[config.mk]
export PLATFORM = sky130hd
export DESIGN_NAME = pipe_control_top
export DESIGN_NICKNAME = d
export VERILOG_FILES = /design/src/hdl/isa_pkg.sv /design/src/hdl/ctrl_pkg.sv /design/src/hdl/instr_classify.sv /design/src/hdl/stage_pipe.sv /design/src/hdl/decode_ctrl.sv /design/src/hdl/forward_select.sv /design/src/hdl/hazard_detect.sv /design/src/hdl/pipe_control_top.sv
export VERILOG_INCLUDE_DIRS = /design/src /design/src/include
export SDC_FILE = /design/constraint.sdc
export NUM_CORES = 1
export LEC_CHECK = 0
export ABC_AREA = 1
export BUFFER_PORTS_ARGS = -buffer_cell sky130_fd_sc_hd__buf_2
export CORE_MARGIN = 5
export CORE_UTILIZATION = 30
export CTS_CLUSTER_SIZE = 20
export DETAILED_ROUTE_END_ITERATION = 8
export MAX_ROUTING_LAYER = met4
export PLACE_DENSITY_LB_ADDON = 0.08
export SLEW_MARGIN = 10
export SYNTH_ARGS = -nofsm -noshare
export SYNTH_HDL_FRONTEND = slang
export SYNTH_HIERARCHICAL = 1
export SYNTH_SLANG_ARGS = --single-unit
export TNS_END_PERCENT = 30
[constraint.sdc]
create_clock -name clk -period 5.55 [get_ports clk]
set_input_delay 0.555 -clock clk [delete_from_list [all_inputs] [get_ports clk]]
set_output_delay 0.555 -clock clk [all_outputs]
set_load 0.005 [all_outputs]
[src/include/pipe_config.svh]
`ifndef PIPE_CONFIG_SVH
`define PIPE_CONFIG_SVH

// ##################################################
// datapath sizes
// ##################################################
`define PIPE_XLEN 32
`define PIPE_REG_W 5

// jal links into this register
`define PIPE_RA_REG 31

// use time of an operand that is never read
`define PIPE_T_INF 7

`endif

[src/hdl/isa_pkg.sv]
`default_nettype none

package isa_pkg;

	// low bit of each instruction field
	localparam int unsigned op_lsb = 26;
	localparam int unsigned rs_lsb = 21;
	localparam int unsigned rt_lsb = 16;
	localparam int unsigned rd_lsb = 11;
	localparam int unsigned shamt_lsb = 6;
	localparam int unsigned funct_lsb = 0;

	// op and funct are six bits wide, the register and shift fields five
	localparam int unsigned opcode_w = 6;
	localparam int unsigned field_w = 5;

	// ##################################################
	// opcode and funct values of the supported subset
	// ##################################################
	localparam logic [opcode_w-1:0] op_special = 6'h00;
	localparam logic [opcode_w-1:0] op_j = 6'h02;
	localparam logic [opcode_w-1:0] op_jal = 6'h03;
	localparam logic [opcode_w-1:0] op_beq = 6'h04;
	localparam logic [opcode_w-1:0] op_ori = 6'h0d;
	localparam logic [opcode_w-1:0] op_lui = 6'h0f;
	localparam logic [opcode_w-1:0] op_lw = 6'h23;
	localparam logic [opcode_w-1:0] op_sw = 6'h2b;

	localparam logic [opcode_w-1:0] fn_jr = 6'h08;
	localparam logic [opcode_w-1:0] fn_movz = 6'h0a;
	localparam logic [opcode_w-1:0] fn_addu = 6'h21;
	localparam logic [opcode_w-1:0] fn_subu = 6'h23;

	typedef enum logic [3:0] {
		kind_addu,
		kind_subu,
		kind_lui,
		kind_ori,
		kind_lw,
		kind_sw,
		kind_beq,
		kind_j,
		kind_jal,
		kind_jr,
		kind_movz,
		kind_nop,
		kind_unknown
	} instr_kind_t;

	// datapath class, which is what most control decisions look at
	typedef enum logic [3:0] {
		class_cal_r,
		class_cal_i,
		class_load,
		class_store,
		class_branch,
		class_jump_i,
		class_jump_r,
		class_cmov,
		class_nop,
		class_unknown
	} dp_class_t;

endpackage

`default_nettype wire

[src/hdl/ctrl_pkg.sv]
`default_nettype none

`include "pipe_config.svh"

package ctrl_pkg;

	typedef enum logic [1:0] {
		npc_disabled,
		npc_jump_when_equal,
		npc_jump_index,
		npc_jump_reg
	} npc_mode_t;

	typedef enum logic [1:0] {
		ext_signed,
		ext_unsigned,
		ext_pad_upper
	} ext_mode_t;

	typedef enum logic [1:0] {
		alu_add,
		alu_sub,
		alu_or,
		alu_movz
	} alu_op_t;

	typedef enum logic [1:0] {
		wb_none,
		wb_alu,
		wb_mem,
		wb_link
	} wb_sel_t;

	// ##################################################
	// forwarding selects, named source stage to sink stage
	// ##################################################
	typedef enum logic [3:0] {
		fwd_orig,
		fwd_e2d_link,
		fwd_e2d_cmov,
		fwd_m2d_alu,
		fwd_m2d_link,
		fwd_w2d_rf,
		fwd_m2e_alu,
		fwd_m2e_link,
		fwd_w2e_rf,
		fwd_w2m_rf
	} fwd_sel_t;

	// two source registers and one destination, zero when unused
	typedef struct packed {
		logic [`PIPE_REG_W-1:0] reg1;
		logic [`PIPE_REG_W-1:0] reg2;
		logic [`PIPE_REG_W-1:0] regw;
	} reg_tuple_t;

	// register 0 never carries a dependency
	function automatic logic reg_hit(
		input logic [`PIPE_REG_W-1:0] src,
		input logic [`PIPE_REG_W-1:0] dst
	);
		return (src == dst) && (src != '0);
	endfunction

endpackage

`default_nettype wire

[src/hdl/instr_classify.sv]
`timescale 1ns/100ps
`default_nettype none

`include "pipe_config.svh"

module instr_classify import isa_pkg::*; (
	input  wire [`PIPE_XLEN-1:0] instr,
	output instr_kind_t          kind,
	output dp_class_t            dp_class
);

	logic [opcode_w-1:0] op;
	logic [opcode_w-1:0] funct;
	logic [field_w-1:0]  rs;
	logic [field_w-1:0]  rt;
	logic [field_w-1:0]  rd;
	logic [field_w-1:0]  shamt;
	logic                special;

	assign op = instr[op_lsb +: opcode_w];
	assign funct = instr[funct_lsb +: opcode_w];
	assign rs = instr[rs_lsb +: field_w];
	assign rt = instr[rt_lsb +: field_w];
	assign rd = instr[rd_lsb +: field_w];
	assign shamt = instr[shamt_lsb +: field_w];
	assign special = (op == op_special);

	// the all-zero word goes first since it would otherwise look like sll
	always_comb begin
		if (instr == '0) begin
			kind = kind_nop;
		end else if (special && funct == fn_addu && shamt == '0) begin
			kind = kind_addu;
		end else if (special && funct == fn_subu && shamt == '0) begin
			kind = kind_subu;
		end else if (special && funct == fn_jr && rt == '0 && rd == '0 && shamt == '0) begin
			kind = kind_jr;
		end else if (special && funct == fn_movz && shamt == '0) begin
			kind = kind_movz;
		end else if (op == op_lui && rs == '0) begin
			kind = kind_lui;
		end else if (op == op_ori) begin
			kind = kind_ori;
		end else if (op == op_lw) begin
			kind = kind_lw;
		end else if (op == op_sw) begin
			kind = kind_sw;
		end else if (op == op_beq) begin
			kind = kind_beq;
		end else if (op == op_j) begin
			kind = kind_j;
		end else if (op == op_jal) begin
			kind = kind_jal;
		end else begin
			kind = kind_unknown;
		end
	end

	always_comb begin
		case (kind)
			kind_addu, kind_subu: dp_class = class_cal_r;
			kind_lui, kind_ori:   dp_class = class_cal_i;
			kind_lw:              dp_class = class_load;
			kind_sw:              dp_class = class_store;
			kind_beq:             dp_class = class_branch;
			kind_j, kind_jal:     dp_class = class_jump_i;
			kind_jr:              dp_class = class_jump_r;
			kind_movz:            dp_class = class_cmov;
			kind_nop:             dp_class = class_nop;
			default:              dp_class = class_unknown;
		endcase
	end

endmodule

`default_nettype wire

[src/hdl/stage_pipe.sv]
`timescale 1ns/100ps
`default_nettype none

`include "pipe_config.svh"

module stage_pipe #(
	parameter type payload_t = logic [`PIPE_XLEN-1:0]
) (
	input  wire      clk,
	input  wire      rst_n,
	input  wire      stall,
	input  payload_t d_payload,
	output payload_t e_payload,
	output payload_t m_payload,
	output payload_t w_payload
);

	// ##################################################
	// E, M and W stage registers
	// ##################################################

	// a stall holds D outside, so E takes a bubble while M and W drain
	always_ff @(posedge clk or negedge rst_n) begin
		if (!rst_n) begin
			e_payload <= '0;
			m_payload <= '0;
			w_payload <= '0;
		end else begin
			e_payload <= stall ? payload_t'('0) : d_payload;
			m_payload <= e_payload;
			w_payload <= m_payload;
		end
	end

	// every stalled cycle has to show up as exactly one bubble in E
	bubble_after_stall: assert property (
		@(posedge clk) disable iff (!rst_n)
		stall |=> (e_payload == payload_t'('0))
	);

endmodule

`default_nettype wire

[src/hdl/decode_ctrl.sv]
`timescale 1ns/100ps
`default_nettype none

`include "pipe_config.svh"

module decode_ctrl import isa_pkg::*, ctrl_pkg::*; (
	input  wire [`PIPE_XLEN-1:0] d_instr,
	input  wire [`PIPE_XLEN-1:0] rf_read_data2,
	input  wire instr_kind_t     d_kind,
	input  wire instr_kind_t     e_kind,
	input  wire instr_kind_t     m_kind,
	input  wire instr_kind_t     w_kind,
	input  wire dp_class_t       d_class,
	input  wire dp_class_t       e_class,
	input  wire dp_class_t       m_class,
	input  wire dp_class_t       w_class,
	output reg_tuple_t           d_regs,
	output npc_mode_t            npc_mode,
	output ext_mode_t            ext_mode,
	output logic                 alu_src,
	output alu_op_t              alu_op,
	output logic                 dm_write_enable,
	output logic                 rf_write_enable,
	output wb_sel_t              wb_sel
);

	localparam logic [`PIPE_REG_W-1:0] ra_reg = `PIPE_RA_REG;

	logic [`PIPE_REG_W-1:0] rs;
	logic [`PIPE_REG_W-1:0] rt;
	logic [`PIPE_REG_W-1:0] rd;

	assign rs = d_instr[rs_lsb +: `PIPE_REG_W];
	assign rt = d_instr[rt_lsb +: `PIPE_REG_W];
	assign rd = d_instr[rd_lsb +: `PIPE_REG_W];

	// ##################################################
	// register identification in D
	// ##################################################
	always_comb begin
		d_regs = '0;
		if (d_class inside {class_cal_r, class_cal_i, class_load, class_store,
				class_branch, class_jump_r, class_cmov}) begin
			d_regs.reg1 = rs;
		end
		if (d_class inside {class_cal_r, class_store, class_branch, class_cmov}) begin
			d_regs.reg2 = rt;
		end
		case (d_class)
			class_cal_r:              d_regs.regw = rd;
			class_cal_i, class_load:  d_regs.regw = rt;
			class_jump_i:             d_regs.regw = (d_kind == kind_jal) ? ra_reg : '0;
			// a movz that does not move still flows down, aimed at register 0
			class_cmov:               d_regs.regw = (rf_read_data2 == '0) ? rd : '0;
			default:                  d_regs.regw = '0;
		endcase
	end

	// next pc and extender are set up while the instruction sits in D
	always_comb begin
		case (d_kind)
			kind_beq:         npc_mode = npc_jump_when_equal;
			kind_j, kind_jal: npc_mode = npc_jump_index;
			kind_jr:          npc_mode = npc_jump_reg;
			default:          npc_mode = npc_disabled;
		endcase
	end

	always_comb begin
		case (d_kind)
			kind_lui: ext_mode = ext_pad_upper;
			kind_ori: ext_mode = ext_unsigned;
			default:  ext_mode = ext_signed;
		endcase
	end

	// ##################################################
	// E, M and W controls
	// ##################################################
	assign alu_src = (e_class inside {class_cal_i, class_load, class_store});

	// lui reaches the ALU as zero or the padded immediate
	always_comb begin
		case (e_kind)
			kind_addu:       alu_op = alu_add;
			kind_subu:       alu_op = alu_sub;
			kind_movz:       alu_op = alu_movz;
			kind_lw, kind_sw: alu_op = alu_add;
			default:         alu_op = alu_or;
		endcase
	end

	assign dm_write_enable = (m_class == class_store) && (m_kind == kind_sw);

	assign rf_write_enable = (w_class inside {class_cal_r, class_cal_i, class_load, class_cmov})
		|| (w_kind == kind_jal);

	always_comb begin
		if (w_class inside {class_cal_r, class_cal_i, class_cmov}) begin
			wb_sel = wb_alu;
		end else if (w_class == class_load) begin
			wb_sel = wb_mem;
		end else if (w_kind == kind_jal) begin
			wb_sel = wb_link;
		end else begin
			wb_sel = wb_none;
		end
	end

endmodule

`default_nettype wire

[src/hdl/forward_select.sv]
`timescale 1ns/100ps
`default_nettype none

`include "pipe_config.svh"

module forward_select import isa_pkg::*, ctrl_pkg::*; (
	input  wire reg_tuple_t d_regs,
	input  wire reg_tuple_t e_regs,
	input  wire reg_tuple_t m_regs,
	input  wire reg_tuple_t w_regs,
	input  wire dp_class_t  e_class,
	input  wire dp_class_t  m_class,
	input  wire dp_class_t  w_class,
	output fwd_sel_t        fwd_d1,
	output fwd_sel_t        fwd_d2,
	output fwd_sel_t        fwd_e1,
	output fwd_sel_t        fwd_e2,
	output fwd_sel_t        fwd_m
);

	// nearest stage wins, and only if its result already exists there
	function automatic fwd_sel_t sel_d(input logic [`PIPE_REG_W-1:0] src);
		fwd_sel_t sel;
		sel = fwd_orig;
		if (reg_hit(src, e_regs.regw) && e_class == class_jump_i) begin
			sel = fwd_e2d_link;
		end else if (reg_hit(src, e_regs.regw) && e_class == class_cmov) begin
			sel = fwd_e2d_cmov;
		end else if (reg_hit(src, m_regs.regw) && m_class == class_jump_i) begin
			sel = fwd_m2d_link;
		end else if (reg_hit(src, m_regs.regw)
				&& m_class inside {class_cal_r, class_cal_i, class_cmov}) begin
			sel = fwd_m2d_alu;
		end else if (reg_hit(src, w_regs.regw) && w_class != class_nop) begin
			sel = fwd_w2d_rf;
		end
		return sel;
	endfunction

	function automatic fwd_sel_t sel_e(input logic [`PIPE_REG_W-1:0] src);
		fwd_sel_t sel;
		sel = fwd_orig;
		if (reg_hit(src, m_regs.regw) && m_class == class_jump_i) begin
			sel = fwd_m2e_link;
		end else if (reg_hit(src, m_regs.regw)
				&& m_class inside {class_cal_r, class_cal_i, class_cmov}) begin
			sel = fwd_m2e_alu;
		end else if (reg_hit(src, w_regs.regw) && w_class != class_nop) begin
			sel = fwd_w2e_rf;
		end
		return sel;
	endfunction

	always_comb begin
		fwd_d1 = sel_d(d_regs.reg1);
		fwd_d2 = sel_d(d_regs.reg2);
		fwd_e1 = sel_e(e_regs.reg1);
		fwd_e2 = sel_e(e_regs.reg2);
		// store data in M can still pick up the W result
		fwd_m = reg_hit(m_regs.reg2, w_regs.regw) ? fwd_w2m_rf : fwd_orig;
	end

	// register 0 reads as zero, whatever an older instruction aimed at it
	always_comb begin
		zero_reg_not_forwarded: assert final (
			(d_regs.reg1 != '0 || fwd_d1 == fwd_orig)
			&& (d_regs.reg2 != '0 || fwd_d2 == fwd_orig)
			&& (e_regs.reg1 != '0 || fwd_e1 == fwd_orig)
			&& (e_regs.reg2 != '0 || fwd_e2 == fwd_orig)
			&& (m_regs.reg2 != '0 || fwd_m == fwd_orig)
		);
	end

endmodule

`default_nettype wire

[src/hdl/hazard_detect.sv]
`timescale 1ns/100ps
`default_nettype none

`include "pipe_config.svh"

module hazard_detect import isa_pkg::*, ctrl_pkg::*; (
	input  wire reg_tuple_t d_regs,
	input  wire reg_tuple_t e_regs,
	input  wire reg_tuple_t m_regs,
	input  wire dp_class_t  d_class,
	input  wire dp_class_t  e_class,
	input  wire dp_class_t  m_class,
	output logic            stall
);

	localparam int unsigned t_w = $clog2(`PIPE_T_INF + 1);
	localparam logic [t_w-1:0] t_inf = `PIPE_T_INF;

	// cycles until D needs an operand, and until E or M can deliver one
	logic [t_w-1:0] use1;
	logic [t_w-1:0] use2;
	logic [t_w-1:0] new_e;
	logic [t_w-1:0] new_m;

	// ##################################################
	// use time of the D operands
	// ##################################################
	always_comb begin
		if (d_class inside {class_branch, class_jump_r, class_cmov}) begin
			use1 = '0;
		end else if (d_class inside {class_cal_r, class_cal_i, class_load, class_store}) begin
			use1 = t_w'(1);
		end else begin
			use1 = t_inf;
		end
	end

	always_comb begin
		if (d_class inside {class_branch, class_cmov}) begin
			use2 = '0;
		end else if (d_class == class_cal_r) begin
			use2 = t_w'(1);
		end else if (d_class == class_store) begin
			use2 = t_w'(2);
		end else begin
			use2 = t_inf;
		end
	end

	// ##################################################
	// new time of the E and M results
	// ##################################################
	always_comb begin
		case (e_class)
			class_load:               new_e = t_w'(2);
			class_cal_r, class_cal_i: new_e = t_w'(1);
			default:                  new_e = '0;
		endcase
	end

	assign new_m = (m_class == class_load) ? t_w'(1) : '0;

	assign stall = (reg_hit(d_regs.reg1, e_regs.regw) && new_e > use1)
		|| (reg_hit(d_regs.reg1, m_regs.regw) && new_m > use1)
		|| (reg_hit(d_regs.reg2, e_regs.regw) && new_e > use2)
		|| (reg_hit(d_regs.reg2, m_regs.regw) && new_m > use2);

	// a nop in D has nothing to wait for
	always_comb begin
		no_stall_on_nop: assert final (!(stall && d_class == class_nop));
	end

endmodule

`default_nettype wire

[src/hdl/pipe_control_top.sv]
`timescale 1ns/100ps
`default_nettype none

`include "pipe_config.svh"

module pipe_control_top import isa_pkg::*, ctrl_pkg::*; (
	input  wire                    clk,
	input  wire                    rst_n,
	input  wire [`PIPE_XLEN-1:0]   d_instr,
	input  wire [`PIPE_XLEN-1:0]   rf_read_data2,
	output logic                   stall,
	output npc_mode_t              npc_mode,
	output ext_mode_t              ext_mode,
	output logic [`PIPE_REG_W-1:0] rf_read_addr1,
	output logic [`PIPE_REG_W-1:0] rf_read_addr2,
	output logic                   alu_src,
	output alu_op_t                alu_op,
	output logic                   dm_write_enable,
	output logic                   rf_write_enable,
	output wb_sel_t                wb_sel,
	output logic [`PIPE_REG_W-1:0] rf_write_addr,
	output fwd_sel_t               fwd_d1,
	output fwd_sel_t               fwd_d2,
	output fwd_sel_t               fwd_e1,
	output fwd_sel_t               fwd_e2,
	output fwd_sel_t               fwd_m
);

	logic [`PIPE_XLEN-1:0] e_instr;
	logic [`PIPE_XLEN-1:0] m_instr;
	logic [`PIPE_XLEN-1:0] w_instr;

	instr_kind_t d_kind;
	instr_kind_t e_kind;
	instr_kind_t m_kind;
	instr_kind_t w_kind;
	dp_class_t   d_class;
	dp_class_t   e_class;
	dp_class_t   m_class;
	dp_class_t   w_class;

	reg_tuple_t d_regs;
	reg_tuple_t e_regs;
	reg_tuple_t m_regs;
	reg_tuple_t w_regs;

	// ##################################################
	// stage registers and per-stage classification
	// ##################################################
	stage_pipe #(.payload_t(logic [`PIPE_XLEN-1:0])) u_instr_pipe (
		.clk(clk),
		.rst_n(rst_n),
		.stall(stall),
		.d_payload(d_instr),
		.e_payload(e_instr),
		.m_payload(m_instr),
		.w_payload(w_instr)
	);

	stage_pipe #(.payload_t(reg_tuple_t)) u_regs_pipe (
		.clk(clk),
		.rst_n(rst_n),
		.stall(stall),
		.d_payload(d_regs),
		.e_payload(e_regs),
		.m_payload(m_regs),
		.w_payload(w_regs)
	);

	instr_classify u_d_classify (.instr(d_instr), .kind(d_kind), .dp_class(d_class));
	instr_classify u_e_classify (.instr(e_instr), .kind(e_kind), .dp_class(e_class));
	instr_classify u_m_classify (.instr(m_instr), .kind(m_kind), .dp_class(m_class));
	instr_classify u_w_classify (.instr(w_instr), .kind(w_kind), .dp_class(w_class));

	// ##################################################
	// control, forwarding and stall
	// ##################################################
	decode_ctrl u_decode_ctrl (
		.d_instr(d_instr),
		.rf_read_data2(rf_read_data2),
		.d_kind(d_kind),
		.e_kind(e_kind),
		.m_kind(m_kind),
		.w_kind(w_kind),
		.d_class(d_class),
		.e_class(e_class),
		.m_class(m_class),
		.w_class(w_class),
		.d_regs(d_regs),
		.npc_mode(npc_mode),
		.ext_mode(ext_mode),
		.alu_src(alu_src),
		.alu_op(alu_op),
		.dm_write_enable(dm_write_enable),
		.rf_write_enable(rf_write_enable),
		.wb_sel(wb_sel)
	);

	forward_select u_forward_select (
		.d_regs(d_regs),
		.e_regs(e_regs),
		.m_regs(m_regs),
		.w_regs(w_regs),
		.e_class(e_class),
		.m_class(m_class),
		.w_class(w_class),
		.fwd_d1(fwd_d1),
		.fwd_d2(fwd_d2),
		.fwd_e1(fwd_e1),
		.fwd_e2(fwd_e2),
		.fwd_m(fwd_m)
	);

	hazard_detect u_hazard_detect (
		.d_regs(d_regs),
		.e_regs(e_regs),
		.m_regs(m_regs),
		.d_class(d_class),
		.e_class(e_class),
		.m_class(m_class),
		.stall(stall)
	);

	// register file addresses come straight from the D and W tuples
	assign rf_read_addr1 = d_regs.reg1;
	assign rf_read_addr2 = d_regs.reg2;
	assign rf_write_addr = w_regs.regw;

endmodule

`default_nettype wire

# Word-level counts from Yosys, hierarchy flattened

Memory sizes are Yosys's and may differ from the RTL's.
Index checks and enable logic that the tools add are counted.

Register bits after elaboration: 126
Bits in read-only memories: 256
Input port bits: 66
Output and inout bits: 47
Word-level logic and storage cells: 318
Memories: 4

Order comparisons: 4
Equal/unequal tests: 88
Muxes and demuxes: 85
Reduce and logical (&&, ||, !) cells: 128

Memory list:

| memory           | depth | bits a word | rd ports | clocked after memory_dff | write ports | line                 | RTL |
|---|---|---|---|---|---|---|---|
| (name not given) | 16    | 4           | 1        | 0                        | 0           | instr_classify.sv:60 | `case (kind)` |
| (name not given) | 16    | 4           | 1        | 0                        | 0           | instr_classify.sv:60 |  |
| (name not given) | 16    | 4           | 1        | 0                        | 0           | instr_classify.sv:60 |  |
| (name not given) | 16    | 4           | 1        | 0                        | 0           | instr_classify.sv:60 |  |

Operators with widths:

| operator           | number |
|---|---|
| $mux 4             | 59 |
| $logic_not 32->1   | 5 |
| $eq 6x4->1 const B | 16 |
| $eq 6x6->1 const B | 16 |
| $logic_not 5->1    | 16 |
| $logic_and 1x1->1  | 76 |
| $eq 4x3->1 const B | 14 |
| $eq 5x5->1         | 11 |
| $eq 6x2->1 const B | 8 |
| $eq 4x2->1 const B | 9 |
| $mux 3             | 11 |
| $mux 32            | 1 |
| $reduce_bool 5->1  | 5 |
| $eq 6x3->1 const B | 4 |
| $logic_not 6->1    | 4 |
| $eq 4x1->1 const B | 5 |
| $logic_not 4->1    | 5 |
| $mux 5             | 4 |
| $pmux 5 s4         | 1 |
| $eq 4x4->1 const B | 4 |
| $mux 15            | 1 |
| $pmux 2 s3         | 2 |
| $reduce_bool 3->1  | 4 |
| $reduce_bool 4->1  | 3 |
| other kinds (11)   | 21 |

# Logic depth before layout (Yosys ltp)

Gate-level depths: netlist (run 1).
An unclocked memory read counts as a cell.

Word-level depth: 25
Depth in mapped cells: 27
Depth with buffers taken out: 26

# Hierarchy

The synthesis (run 1) kept the hierarchy.

By module, submodules not included:

| module                             | times used | cells each | area each (um2) | seq. area each (um2) |
|---|---|---|---|---|
| stage_pipe at u_instr_pipe         | 1          | 163        | 2676.3          | 2402.3 |
| forward_select                     | 1          | 242        | 1258.7          | 0.0 |
| stage_pipe at u_regs_pipe          | 1          | 76         | 1249.9          | 1126.1 |
| instr_classify at u_e_classify ... | 2          | 117        | 530.5           | 0.0 |
| instr_classify at u_w_classify     | 1          | 123        | 600.6           | 0.0 |
| decode_ctrl                        | 1          | 130        | 590.6           | 0.0 |
| hazard_detect                      | 1          | 123        | 583.1           | 0.0 |
| instr_classify at u_d_classify     | 1          | 117        | 521.8           | 0.0 |

# Worst setup path before layout (run 1)

No wires, ideal clock.

Kind: in2out
Start point: input d_instr[31]
End point: output stall
Arrival time: 3240 ps
Path slack: 1755 ps
Stages on the path: 18
Buffers on the path: 0
Cells stage by stage: nor2_4 -> nand2_2 -> nor2_1 -> nand2_1 -> o2111ai_1 -> ha_1 -> inv_1 -> a21boi_1 -> inv_2 -> a21oi_1 -> nor2_1 -> nand2_1 -> o21ai_0 -> nor2_1 -> nand3_1 -> o21ai_1 -> nand2_1 -> nand2_1

Elaborated cells between the ends (all ways): 73
Classes of those cells: 4 x order compare; 17 x eq/ne; 19 x mux; 32 x reduce/logical; 1 x memory

RTL lines:

| element                                                | line                                     | RTL |
|---|---|---|
| start: declaration                                     | pipe_control_top.sv:9                    | `` input wire [`PIPE_XLEN-1:0] d_instr, `` |
| $eq 6x2->1                                             | instr_classify.sv:50                     | `end else if (op == op_j) begin` |
| $mux 4                                                 | instr_classify.sv:50                     |  |
| $mux 4                                                 | instr_classify.sv:48                     | `end else if (op == op_beq) begin` |
| $mux 4                                                 | instr_classify.sv:46                     | `end else if (op == op_sw) begin` |
| $mux 4                                                 | instr_classify.sv:44                     | `end else if (op == op_lw) begin` |
| $mux 4                                                 | instr_classify.sv:42                     | `end else if (op == op_ori) begin` |
| $mux 4                                                 | instr_classify.sv:40                     | `end else if (op == op_lui && rs == '0) begin` |
| $mux 4                                                 | instr_classify.sv:38                     | `end else if (special && funct == fn_movz && shamt == '0) begin` |
| [4 not listed]                                         | --                                       |  |
| net d_kind[1]                                          | pipe_control_top.sv:33                   | `instr_kind_t d_kind;` |
| [1 not listed]                                         | --                                       |  |
| net d_class[3]                                         | pipe_control_top.sv:37                   | `dp_class_t d_class;` |
| [2 not listed]                                         | --                                       |  |
| $mux 5 (*)                                             | decode_ctrl.sv:42                        | `if (d_class inside {class_cal_r, class_cal_i, class_load, class_store,` |
| net rf_read_addr1[2]                                   | pipe_control_top.sv:14                   | `` output logic [`PIPE_REG_W-1:0] rf_read_addr1, `` |
| $eq 5x5->1 / $reduce_bool 5->1 (equally long branches) | ctrl_pkg.sv:62                           | `return (src == dst) && (src != '0);` |
| $logic_and 1x1->1                                      | ctrl_pkg.sv:62                           |  |
| $logic_and 1x1->1 (on tied branches)                   | hazard_detect.sv:63, hazard_detect.sv:64 |  |
| $logic_or 1x1->1 (*)                                   | hazard_detect.sv:64                      | `\|\| (reg_hit(d_regs.reg1, m_regs.regw) && new_m > use1)` |
| $logic_or 1x1->1 (*)                                   | hazard_detect.sv:65                      | `\|\| (reg_hit(d_regs.reg2, e_regs.regw) && new_e > use2)` |
| $logic_or 1x1->1 (*)                                   | hazard_detect.sv:66                      | `\|\| (reg_hit(d_regs.reg2, m_regs.regw) && new_m > use2);` |
| end: declaration                                       | pipe_control_top.sv:11                   | `output logic stall,` |

Mark *: on every way through the listed nets, which the timed path passes. The rest lies on a longest branch.

# Worst setup path after layout (run 1)

Start point: input d_instr[7]
End point: output fwd_d1[2]

Cells in the longest elaborated chain, start to end: 19
Elaborated cells between the ends (all ways): 38
Classes of those cells: 9 x eq/ne; 11 x mux; 17 x reduce/logical; 1 x memory

RTL lines:

| element                                                | line                   | RTL |
|---|---|---|
| $logic_not 5->1                                        | --                     |  |
| $logic_and 1x1->1                                      | instr_classify.sv:38   |  |
| $mux 4                                                 | instr_classify.sv:38   |  |
| $mux 4                                                 | instr_classify.sv:36   | `end else if (special && funct == fn_jr && rt == '0 && rd == '0 && shamt == '0) begin` |
| $mux 4                                                 | instr_classify.sv:34   | `end else if (special && funct == fn_subu && shamt == '0) begin` |
| $mux 4                                                 | instr_classify.sv:32   | `end else if (special && funct == fn_addu && shamt == '0) begin` |
| $mux 4 (*)                                             | instr_classify.sv:30   | `if (instr == '0) begin` |
| net d_kind[1]                                          | pipe_control_top.sv:33 |  |
| [1 not listed]                                         | --                     |  |
| net d_class[3]                                         | pipe_control_top.sv:37 |  |
| [3 not listed]                                         | --                     |  |
| $eq 5x5->1 / $reduce_bool 5->1 (equally long branches) | ctrl_pkg.sv:62         |  |
| $logic_and 1x1->1                                      | ctrl_pkg.sv:62         |  |
| $logic_and 1x1->1                                      | forward_select.sv:34   | `end else if (reg_hit(src, w_regs.regw) && w_class != class_nop) begin` |
| $mux 3                                                 | forward_select.sv:34   |  |
| $mux 4                                                 | forward_select.sv:31   | `end else if (reg_hit(src, m_regs.regw)` |
| $mux 4                                                 | forward_select.sv:29   | `end else if (reg_hit(src, m_regs.regw) && m_class == class_jump_i) begin` |
| $mux 4                                                 | forward_select.sv:27   | `end else if (reg_hit(src, e_regs.regw) && e_class == class_cmov) begin` |
| $mux 4 (*)                                             | forward_select.sv:25   | `if (reg_hit(src, e_regs.regw) && e_class == class_jump_i) begin` |
| end: declaration                                       | pipe_control_top.sv:22 | `output fwd_sel_t fwd_d1,` |

Marked as above.

==> results.py, run 1 <==
metrics = {
    "clock_tree": {
        "clockBufferDepth": 2,
        "cts.clk_slew.worst_paths_ns": 0.07,
        "cts_buffers": 17,
        "cts-resized-gates": 0,
        "clock_tree.root_cell": "clkbuf_16",
        "cts_hold_repair.buffers": 0,
        "clk_latency_ns": 0.41,
        "cts_tree": "done",
        "htree_levels": 4,
        "cts_setup_buffers": 0,
        "clock-sinks": 126,
    },
    "setup_path": {
        "criticalPathCategory": "primary input to output port",
        "endpoint_kind": "output port",
        "cp_slowest_cell": "o2111ai_1",
        "rr_endpoint": "u_instr_pipe/e_payload[30]",
        "r2r_setup_slack_ns": 1.92,
        "path_max_fanout": 11,
        "slowest_delay_ns": 0.45,
        "cp_top_family": "compound AO/OA/AOI/OAI gates",
        "r2r-start": "u_instr_pipe/m_payload[26]",
        "rr_worst_depth": 22,
        "start_kind": "primary input",
        "critPathBufInv": 4,
        "path_cells": "buf_2 -> nor2_1 -> nand2_1 -> nor2_1 -> nand2_1 -> o2111ai_1 -> ha_1 -> inv_1 -> a21boi_1 -> inv_2 -> a21oi_1 -> nor2_1 -> xor2_1 -> nor2_1 -> nand2_1 -> nor2_2 -> nand2_1 -> a21oi_1 -> buf_2",
        "cp.required_ns": 4.99,
        "arrival_ns": 4.12,
    },
    "timing": {
        "final_max_slew_viol_count": 0,
        "rsz0062_at_grt": "false",
        "holdWs_ns": 0.232,
        "max_freq_mhz": 214,
        "relSlewSlack_pct": 31.3,
        "tightest_slew_ns": 1.03,
        "fin_setup_tns_ns": 0,
        "hold_viol_final": 0,
        "setup_violations": 0,
        "fin_crit_sh_pct": 84.3,
        "period_minus_slack_ns": 4.68,
        "fin_skew_ns": 0.0159,
    },
    "routing": {
        "wl_per_cell_um": 14.1,
        "drt-total-wl_um": 23500,
        "via_per_inst": 4.42,
        "drc": 0,
        "first_iter_violations": 424,
        "firstDrtPassIters": 4,
        "num_vias": 7377,
        "antenna_left": 0,
    },
    "global_route": {
        "grt_max_degree": 65,
        "antenna_found_initial": 0,
        "grt-ovfl-total": 0,
        "first_global_vias": 7495,
        "grt_usage_pct": 16.0,
        "grt_pass1_wl_um": 38300,
    },
    "pwr": {
        "powerDensity_mw_per_mm2": 258,
        "p_leak_nw": 5.13,
        "finalPower_w": 0.00250,
        "peakVddDrop_uv": 142,
    },
    "final_layout": {
        "nNetsFinal": 1390,
        "layout_commonest_cell": "nor2_1",
        "finish.instance_area_sq_mm": 0.00970,
        "drive_gt1_share_pct": 17.8,
        "final_core_util_pct": 36.1,
        "syn_to_final_growth_pct": 18.8,
        "antenna_cells": 0,
        "final_cell_mix": "nor2_1 (269), nand2_1 (251), inv_1 (206)",
    },
    "yosys": {
        "syn_area_sq_mm": 0.00817,
        "synthesis.instances": 1193,
        "yosys_warnings": 6,
        "synth.avg_cell_area_sq_um": 6.85,
    },
    "die": {
        "dieArea_sq_mm": 0.0306,
        "initial_core_util_pct": 30.4,
        "rows": 60,
        "die_h_um": 175,
        "coreArea_sq_mm": 0.0269,
        "io_pins": 113,
        "die_width_um": 175,
    },
    "placement": {
        "hpwl_um": 18700,
        "placed_area_sq_mm": 0.00907,
        "gp_congestion": 0.876,
        "io_buffer_count": 108,
    },
    "hold_path": {
        "min_path_type": "primary input to async pin",
    },
    "run": {
        "max-cap-violations": 0,
    },
    "status": {
        "outcome": "finished, final reports clean",
    },
}
## registers in the layout (all words and copies together) (netlist names)
register / flops
u_instr_pipe/m_payload: 32
u_instr_pipe/w_payload: 32
u_instr_pipe/e_payload: 32
u_regs_pipe/e_payload: 15
u_regs_pipe/m_payload: 10
u_regs_pipe/w_payload: 5
## stage by stage
stage / setup slack (ns) / cells
after floorplan: 1.76 / 1196
after global placement: 0.758 / 1637
after detailed placement: 0.736 / 1637
after CTS: 0.726 / 1669
after global routing: 0.277 / 1669
final: 0.873 / 1669
## power by group
part           internal (W)  switching (W)
logic              0.000107       0.000187
registers          0.000962      0.0000505
clock network      0.000737       0.000456
total               0.00181       0.000694
## worst register-to-register path: stages, from the launching register on
cell	delay, ns
dfrtp_1	0.43
nand2_1	0.14
nor3_1	0.06
nand3_1	0.07
nand2_1	0.07
nor2_1	0.14
nand3_1	0.10
nor2_1	0.18
inv_1	0.09
ha_1	0.28
nand3_1	0.07
nand2_1	0.14
nand3b_1	0.22
ha_1	0.35
nor2_1	0.10
nand2_1	0.05
nor2_1	0.10
nand3_1	0.08
o21ai_1	0.08
nand2_1	0.06
nand2_1	0.09
buf_4	0.45
nor2_1	0.14
## area by class of cell
type / instances / area [sq um]
clock buffers: 18 / 439
flip-flops and latches: 126 / 3150
repair buffers: 114 / 588
inverters: 223 / 840
fillers: 2904 / 17200
clock inverters: 14 / 193
well taps: 341 / 427
multi-input cells: 833 / 4060
## worst max path at each step
stage	cells after the start	to	from
final	19	fwd_d1[2]	d_instr[7]
after CTS	22	fwd_d1[0]	d_instr[7]
after detailed placement	22	fwd_d1[0]	d_instr[7]
after global placement	22	fwd_d1[0]	d_instr[7]
after global routing	23	fwd_d1[0]	d_instr[7]
after floorplan	18	stall	d_instr[31]
## routing by layer
layer	vias up	part of all wire, %	global-route usage (%)
met5	-	0	-
met4	0	1.5	4.09
met3	21	3.4	2.21
met2	157	47	26.6
met1	3334	48	20.8
li1	3865	-	-
Power figures use the tool's default switching activity.
==> run 2, diff against run 1 <==
Clock period 5.55 ns to 4.9 ns, I/O delays scaled along.
==> run 2 against run 1 <==
  * First-iteration DRC count is 5.9% lower
  * Cell area barely moved
  * Wire length rose by 1.4%
  * Clock skew hardly changed
  * Sequential power rose by 14%
  * Core utilization about the same
  * Critical path type unchanged
==> results.py, run 2 (synthesized netlist as in run 1, its figures left out) <==
metrics = {
    "pwr": {
        "p_leak_nw": 5.13,
        "powerDensity_mw_per_mm2": 281,
        "peakVddDrop_uv": 189,
    },
    "routing": {
        "antenna_left": 0,
        "drc": 0,
        "via_per_inst": 4.50,
        "routed.top_layer": "met4",
        "firstDrtPassIters": 5,
        "wl_met2_um": 11200,
        "first_iter_violations": 399,
        "drt-total-wl_um": 23800,
        "num_vias": 7527,
        "met3WireLength_um": 886,
        "drt-met1-wl_um": 11200,
        "wl_per_cell_um": 14.2,
    },
    "die": {
        "io_pins": 113,
        "dieArea_sq_mm": 0.0306,
        "initial_core_util_pct": 30.4,
        "die_width_um": 175,
        "coreArea_sq_mm": 0.0269,
        "die_h_um": 175,
        "rows": 60,
    },
    "setup_path": {
        "criticalPathCategory": "primary input to output port",
        "cp_top_family": "simple AND/OR/NAND/NOR gates",
        "r2r_setup_slack_ns": 1.34,
        "path_max_fanout": 11,
        "rr_worst_depth": 22,
        "crit_top_cell": "nand2_1",
        "critPathBufInv": 5,
        "cp.required_ns": 4.41,
        "start_kind": "primary input",
        "rr_endpoint": "u_instr_pipe/e_payload[31]",
        "r2r-start": "u_instr_pipe/m_payload[28]",
        "endpoint_kind": "output port",
        "path_cells": "buf_2 -> nor2_1 -> nand2_1 -> nor2_1 -> nand2_1 -> o2111ai_1 -> ha_1 -> nand3_1 -> nand2_1 -> inv_2 -> nand2_2 -> a21oi_1 -> nor2_1 -> nor2_1 -> nand3_2 -> inv_1 -> nor2_1 -> nand3_1 -> nand2_1 -> inv_1 -> nand2_1 -> nand2_1 -> buf_2",
        "arrival_ns": 3.96,
        "cp_slowest_cell": "nor2_1",
        "slowest_delay_ns": 0.70,
    },
    "placement": {
        "io_buffer_count": 108,
        "place_inst": 1640,
        "hpwl_um": 19100,
        "gp_congestion": 0.867,
    },
    "global_route": {
        "grt-ovfl-total": 0,
        "first_global_vias": 7594,
        "grt_usage_pct": 16.5,
        "grt_pass1_wl_um": 39100,
        "antenna_found_initial": 0,
        "grt_max_degree": 82,
    },
    "timing": {
        "relSlewSlack_pct": 33.0,
        "hold_viol_final": 0,
        "final_max_slew_viol_count": 0,
        "max_freq_mhz": 225,
        "tightest_slew_ns": 1.01,
        "fin_crit_sh_pct": 90.9,
        "setup_violations": 0,
        "fin_skew_ns": 0.0160,
        "rsz0062_at_grt": "false",
        "fin_setup_tns_ns": 0,
        "period_minus_slack_ns": 4.45,
    },
    "final_layout": {
        "layout_commonest_cell": "nor2_1",
        "nNetsFinal": 1393,
        "drive_gt1_share_pct": 18.0,
        "final_core_util_pct": 36.1,
        "final_cell_mix": "nor2_1 (268), nand2_1 (251), inv_1 (206)",
        "fin_cells": 1672,
        "syn_to_final_growth_pct": 18.7,
        "top_regs": "u_instr_pipe/e_payload x32, u_instr_pipe/m_payload x32, u_instr_pipe/w_payload x32",
        "antenna_cells": 0,
    },
    "clock_tree": {
        "clock_tree.root_cell": "clkbuf_16",
        "cts.clk_slew.worst_paths_ns": 0.07,
        "htree_levels": 4,
        "cts-resized-gates": 0,
        "clock-sinks": 126,
        "clk_latency_ns": 0.42,
        "cts_buffers": 17,
        "cts_tree": "done",
        "cts_setup_buffers": 0,
        "cts_hold_repair.buffers": 0,
        "clockBufferDepth": 2,
    },
    "run": {
        "max-cap-violations": 0,
    },
    "hold_path": {
        "min_path_type": "primary input to async pin",
    },
    "status": {
        "outcome": "finished, final reports clean",
    },
}
run 2: changes by cell type in the layout (fill, tap and decap cells not counted), sizes merged:
cell and change:
buf +3, bufinv -2, clkinv +1, inv +1
run 2: cell type report:
| class | instances | area, sq um |
|---|---|---|
| Fill cell | 2905 | 17200 |
| Multi-Input combinational cell | 833 | 4060 |
| Sequential cell | 126 | 3150 |
| Inverter | 223 | 840 |
| Timing Repair Buffer | 117 | 623 |
| Clock buffer | 18 | 439 |
| Tap cell | 341 | 427 |
| Clock inverter | 14 | 146 |
run 2: worst reg2reg max path, cell delays in order, from the launching register on:
cell,delay (ns)
dfrtp_1,0.45
nor2_2,0.22
nand3_2,0.18
nor2_1,0.13
nand3_1,0.11
nand3_1,0.12
nor2_1,0.07
inv_1,0.08
ha_1,0.14
inv_1,0.05
a21boi_1,0.25
nor2_1,0.08
nand3b_1,0.22
ha_1,0.29
nor2_1,0.12
nand4_1,0.11
nor2_1,0.14
nand2_1,0.07
nand2_1,0.05
nand2_1,0.07
nand2_1,0.13
buf_12,0.26
nor2_1,0.11
run 2: worst max path at each step:
stage	start	to	slack, ns	depth (start not counted)
after floorplan	d_instr[31]	stall	1.24	18
after global placement	d_instr[7]	fwd_d1[0]	0.55	23
after detailed placement	d_instr[7]	fwd_d1[0]	0.43	23
after CTS	d_instr[7]	fwd_d1[0]	0.43	23
after global routing	d_instr[7]	fwd_d1[0]	0.04	24
final	d_instr[7]	fwd_d1[0]	0.45	23
run 2: per-layer routing:
metal	up-vias	global-route usage [%]
met5	-	-
met4	0	4.75
met3	29	2.19
met2	195	27.0
met1	3423	21.5
li1	3880	-
run 2: metrics by stage:
stage	setup slack [ns]	power, W	hold slack [ns]	area [sq um]
floorplan	1.24	0.00136	0.194	8180
global placement	0.548	0.00151	0.368	9100
detailed placement	0.429	0.00151	0.365	9100
CTS	0.428	0.00277	0.260	9690
global route	0.0417	0.00286	0.273	9690
finish	0.448	0.00272	0.229	9690
run 2: where the power goes:
part / total, W / leakage [nW] / switching, W / internal (W)
combinational: 0.000335 / 3.30 / 0.000213 / 0.000122
clock: 0.00124 / 0.288 / 0.000506 / 0.000731
sequential: 0.00115 / 1.53 / 0.0000573 / 0.00109
==> run 3, diff against run 2 <==
Settings changed: CTS_BUF_LIST from default to sky130_fd_sc_hd__clkbuf_16, GPL_ROUTABILITY_DRIVEN from default to 0.
==> run 3 against run 2 <==
  * Core utilization up 0.16 points
  * Highest routed layer unchanged
  * Die area unchanged
  * Critical path type unchanged
  * Sequential cell count did not move
==> results.py, run 3 (synthesized netlist as in run 1, its figures left out) <==
metrics = {
    "status": {
        "outcome": "finished, final reports clean",
    },
    "timing": {
        "relSlewSlack_pct": 42.9,
        "period_minus_slack_ns": 4.43,
        "fin_crit_sh_pct": 90.4,
        "tightest_slew_ns": 0.856,
        "fin_setup_tns_ns": 0,
        "setup_violations": 0,
        "fin_skew_ns": 0.00980,
        "rsz0062_at_grt": "false",
        "hold_viol_final": 0,
        "final_max_slew_viol_count": 0,
        "max_freq_mhz": 226,
    },
    "pwr": {
        "p_leak_nw": 5.15,
        "peakVddDrop_uv": 179,
        "powerDensity_mw_per_mm2": 285,
    },
    "global_route": {
        "antenna_found_initial": 0,
        "grt_pass1_wl_um": 38300,
        "grt-ovfl-total": 0,
        "grt_usage_pct": 16.0,
        "grt_max_degree": 69,
        "first_global_vias": 7511,
    },
    "clock_tree": {
        "cts_tree": "done",
        "clock-sinks": 126,
        "cts_setup_buffers": 0,
        "clk_latency_ns": 0.41,
        "htree_levels": 4,
        "cts_buffers": 17,
        "clock_tree.root_cell": "clkbuf_16",
        "cts.clk_slew.worst_paths_ns": 0.06,
        "clockBufferDepth": 2,
    },
    "setup_path": {
        "endpoint_kind": "output port",
        "rr_worst_depth": 22,
        "path_max_fanout": 11,
        "criticalPathCategory": "primary input to output port",
        "arrival_ns": 3.94,
        "crit_start": "d_instr[7]",
        "start_kind": "primary input",
        "r2r-start": "u_instr_pipe/m_payload[28]",
        "cp.required_ns": 4.41,
    },
    "die": {
        "die_h_um": 175,
        "rows": 60,
        "dieArea_sq_mm": 0.0306,
        "initial_core_util_pct": 30.4,
        "die_width_um": 175,
        "coreArea_sq_mm": 0.0269,
        "io_pins": 113,
    },
    "final_layout": {
        "final_cell_mix": "nor2_1 (268), nand2_1 (251), inv_1 (206)",
        "finish.instance_area_sq_mm": 0.00973,
        "top_regs": "u_instr_pipe/e_payload x32, u_instr_pipe/m_payload x32, u_instr_pipe/w_payload x32",
        "antenna_cells": 0,
        "layout_commonest_cell": "nor2_1",
        "drive_gt1_share_pct": 18.3,
        "n_fill_cell": 2943,
        "nNetsFinal": 1397,
        "syn_to_final_growth_pct": 19.2,
        "fin_cells": 1675,
        "regArea_sq_mm": 0.00315,
        "multi_input_area_sq_mm": 0.00407,
    },
    "placement": {
        "placed_area_sq_mm": 0.00912,
        "hpwl_um": 18800,
        "place_inst": 1644,
        "io_buffer_count": 108,
    },
    "routing": {
        "firstDrtPassIters": 5,
        "num_vias": 7425,
        "first_iter_violations": 358,
        "drc": 0,
        "antenna_left": 0,
        "wl_per_cell_um": 14.0,
        "drt-total-wl_um": 23500,
        "via_per_inst": 4.43,
    },
    "hold_path": {
        "min_path_type": "primary input to async pin",
    },
    "run": {
        "max-cap-violations": 0,
    },
}
[run 3: changes by cell type in the layout (fill, tap and decap cells not counted)]
cell / change
buf_12: -1
a21boi_2: +1
bufinv_16: +2
inv_6: -2
clkinv_4: +1
inv_8: -2
buf_4: +5
a21boi_1: -1
clkbuf_8: -1
clkinvlp_4: +1
[run 3: worst max-delay path, stage by stage]
cell	delay, ns
buf_2	0.10
nor2_1	0.22
nand2_1	0.08
nor2_1	0.10
nand2_1	0.11
o2111ai_1	0.50
ha_1	0.23
inv_1	0.06
nand3_1	0.08
nand2_1	0.12
nor2_2	0.20
a21oi_1	0.13
nor2_1	0.67
o21ai_0	0.22
nor2_1	0.12
nand3_1	0.07
o21ai_1	0.08
nand2_1	0.06
nand2_1	0.15
buf_2	0.14
[run 3: layout make-up]
class / count / share of cell area, %
inverters: 223 / 8.62
clock inverters: 14 / 1.88
multi-input cells: 833 / 41.8
flip-flops and latches: 126 / 32.4
repair buffers: 121 / 6.58
clock buffers: 17 / 4.37
well taps: 341 / 4.38
[run 3: final timing paths]
path | end | slack, ns
worst max-delay path | stall | 0.47
worst min-delay path | u_instr_pipe/e_payload[2] | 0.16
worst max register to register | u_instr_pipe/e_payload[7] | 1.25
worst min register to register | u_instr_pipe/w_payload[16] | 0.37
max in group asynchronous | u_instr_pipe/w_payload[14] | 3.82
min in group clk | u_instr_pipe/e_payload[8] | 0.28
[run 3: timing repair]
action                                  in CTS  in global routing
hold buffers                                 0                  0
endpoints found under the setup margin       0                  1
gates resized for setup                      0                  2
[run 3: metrics by stage]
| stage | hold slack [ns] | total power [W] | setup WS (ns) | util (%) |
|---|---|---|---|---|
| final | 0.163 | 0.00278 | 0.470 | 36.2 |
| after global routing | 0.248 | 0.00292 | 0.0320 | 36.2 |
| after CTS | 0.194 | 0.00282 | 0.342 | 36.2 |
| after detailed placement | 0.360 | 0.00151 | 0.357 | 33.9 |
| after global placement | 0.360 | 0.00151 | 0.467 | 33.9 |
| after floorplan | 0.194 | 0.00136 | 1.24 | - |
[run 3: power breakdown]
| group | internal, W | switching (W) | leakage (nW) |
|---|---|---|---|
| logic | 0.000124 | 0.000211 | 3.32 |
| registers | 0.00109 | 0.0000581 | 1.53 |
| clock network | 0.000808 | 0.000487 | 0.293 |
[run 3: layer usage]
layer	share of wire (%)	vias up	track usage (%)
met4	2.8	0	5.66
li1	-	3888	-
met5	0	-	-
met3	4.5	39	2.27
met2	45	193	25.6
met1	48	3305	20.9
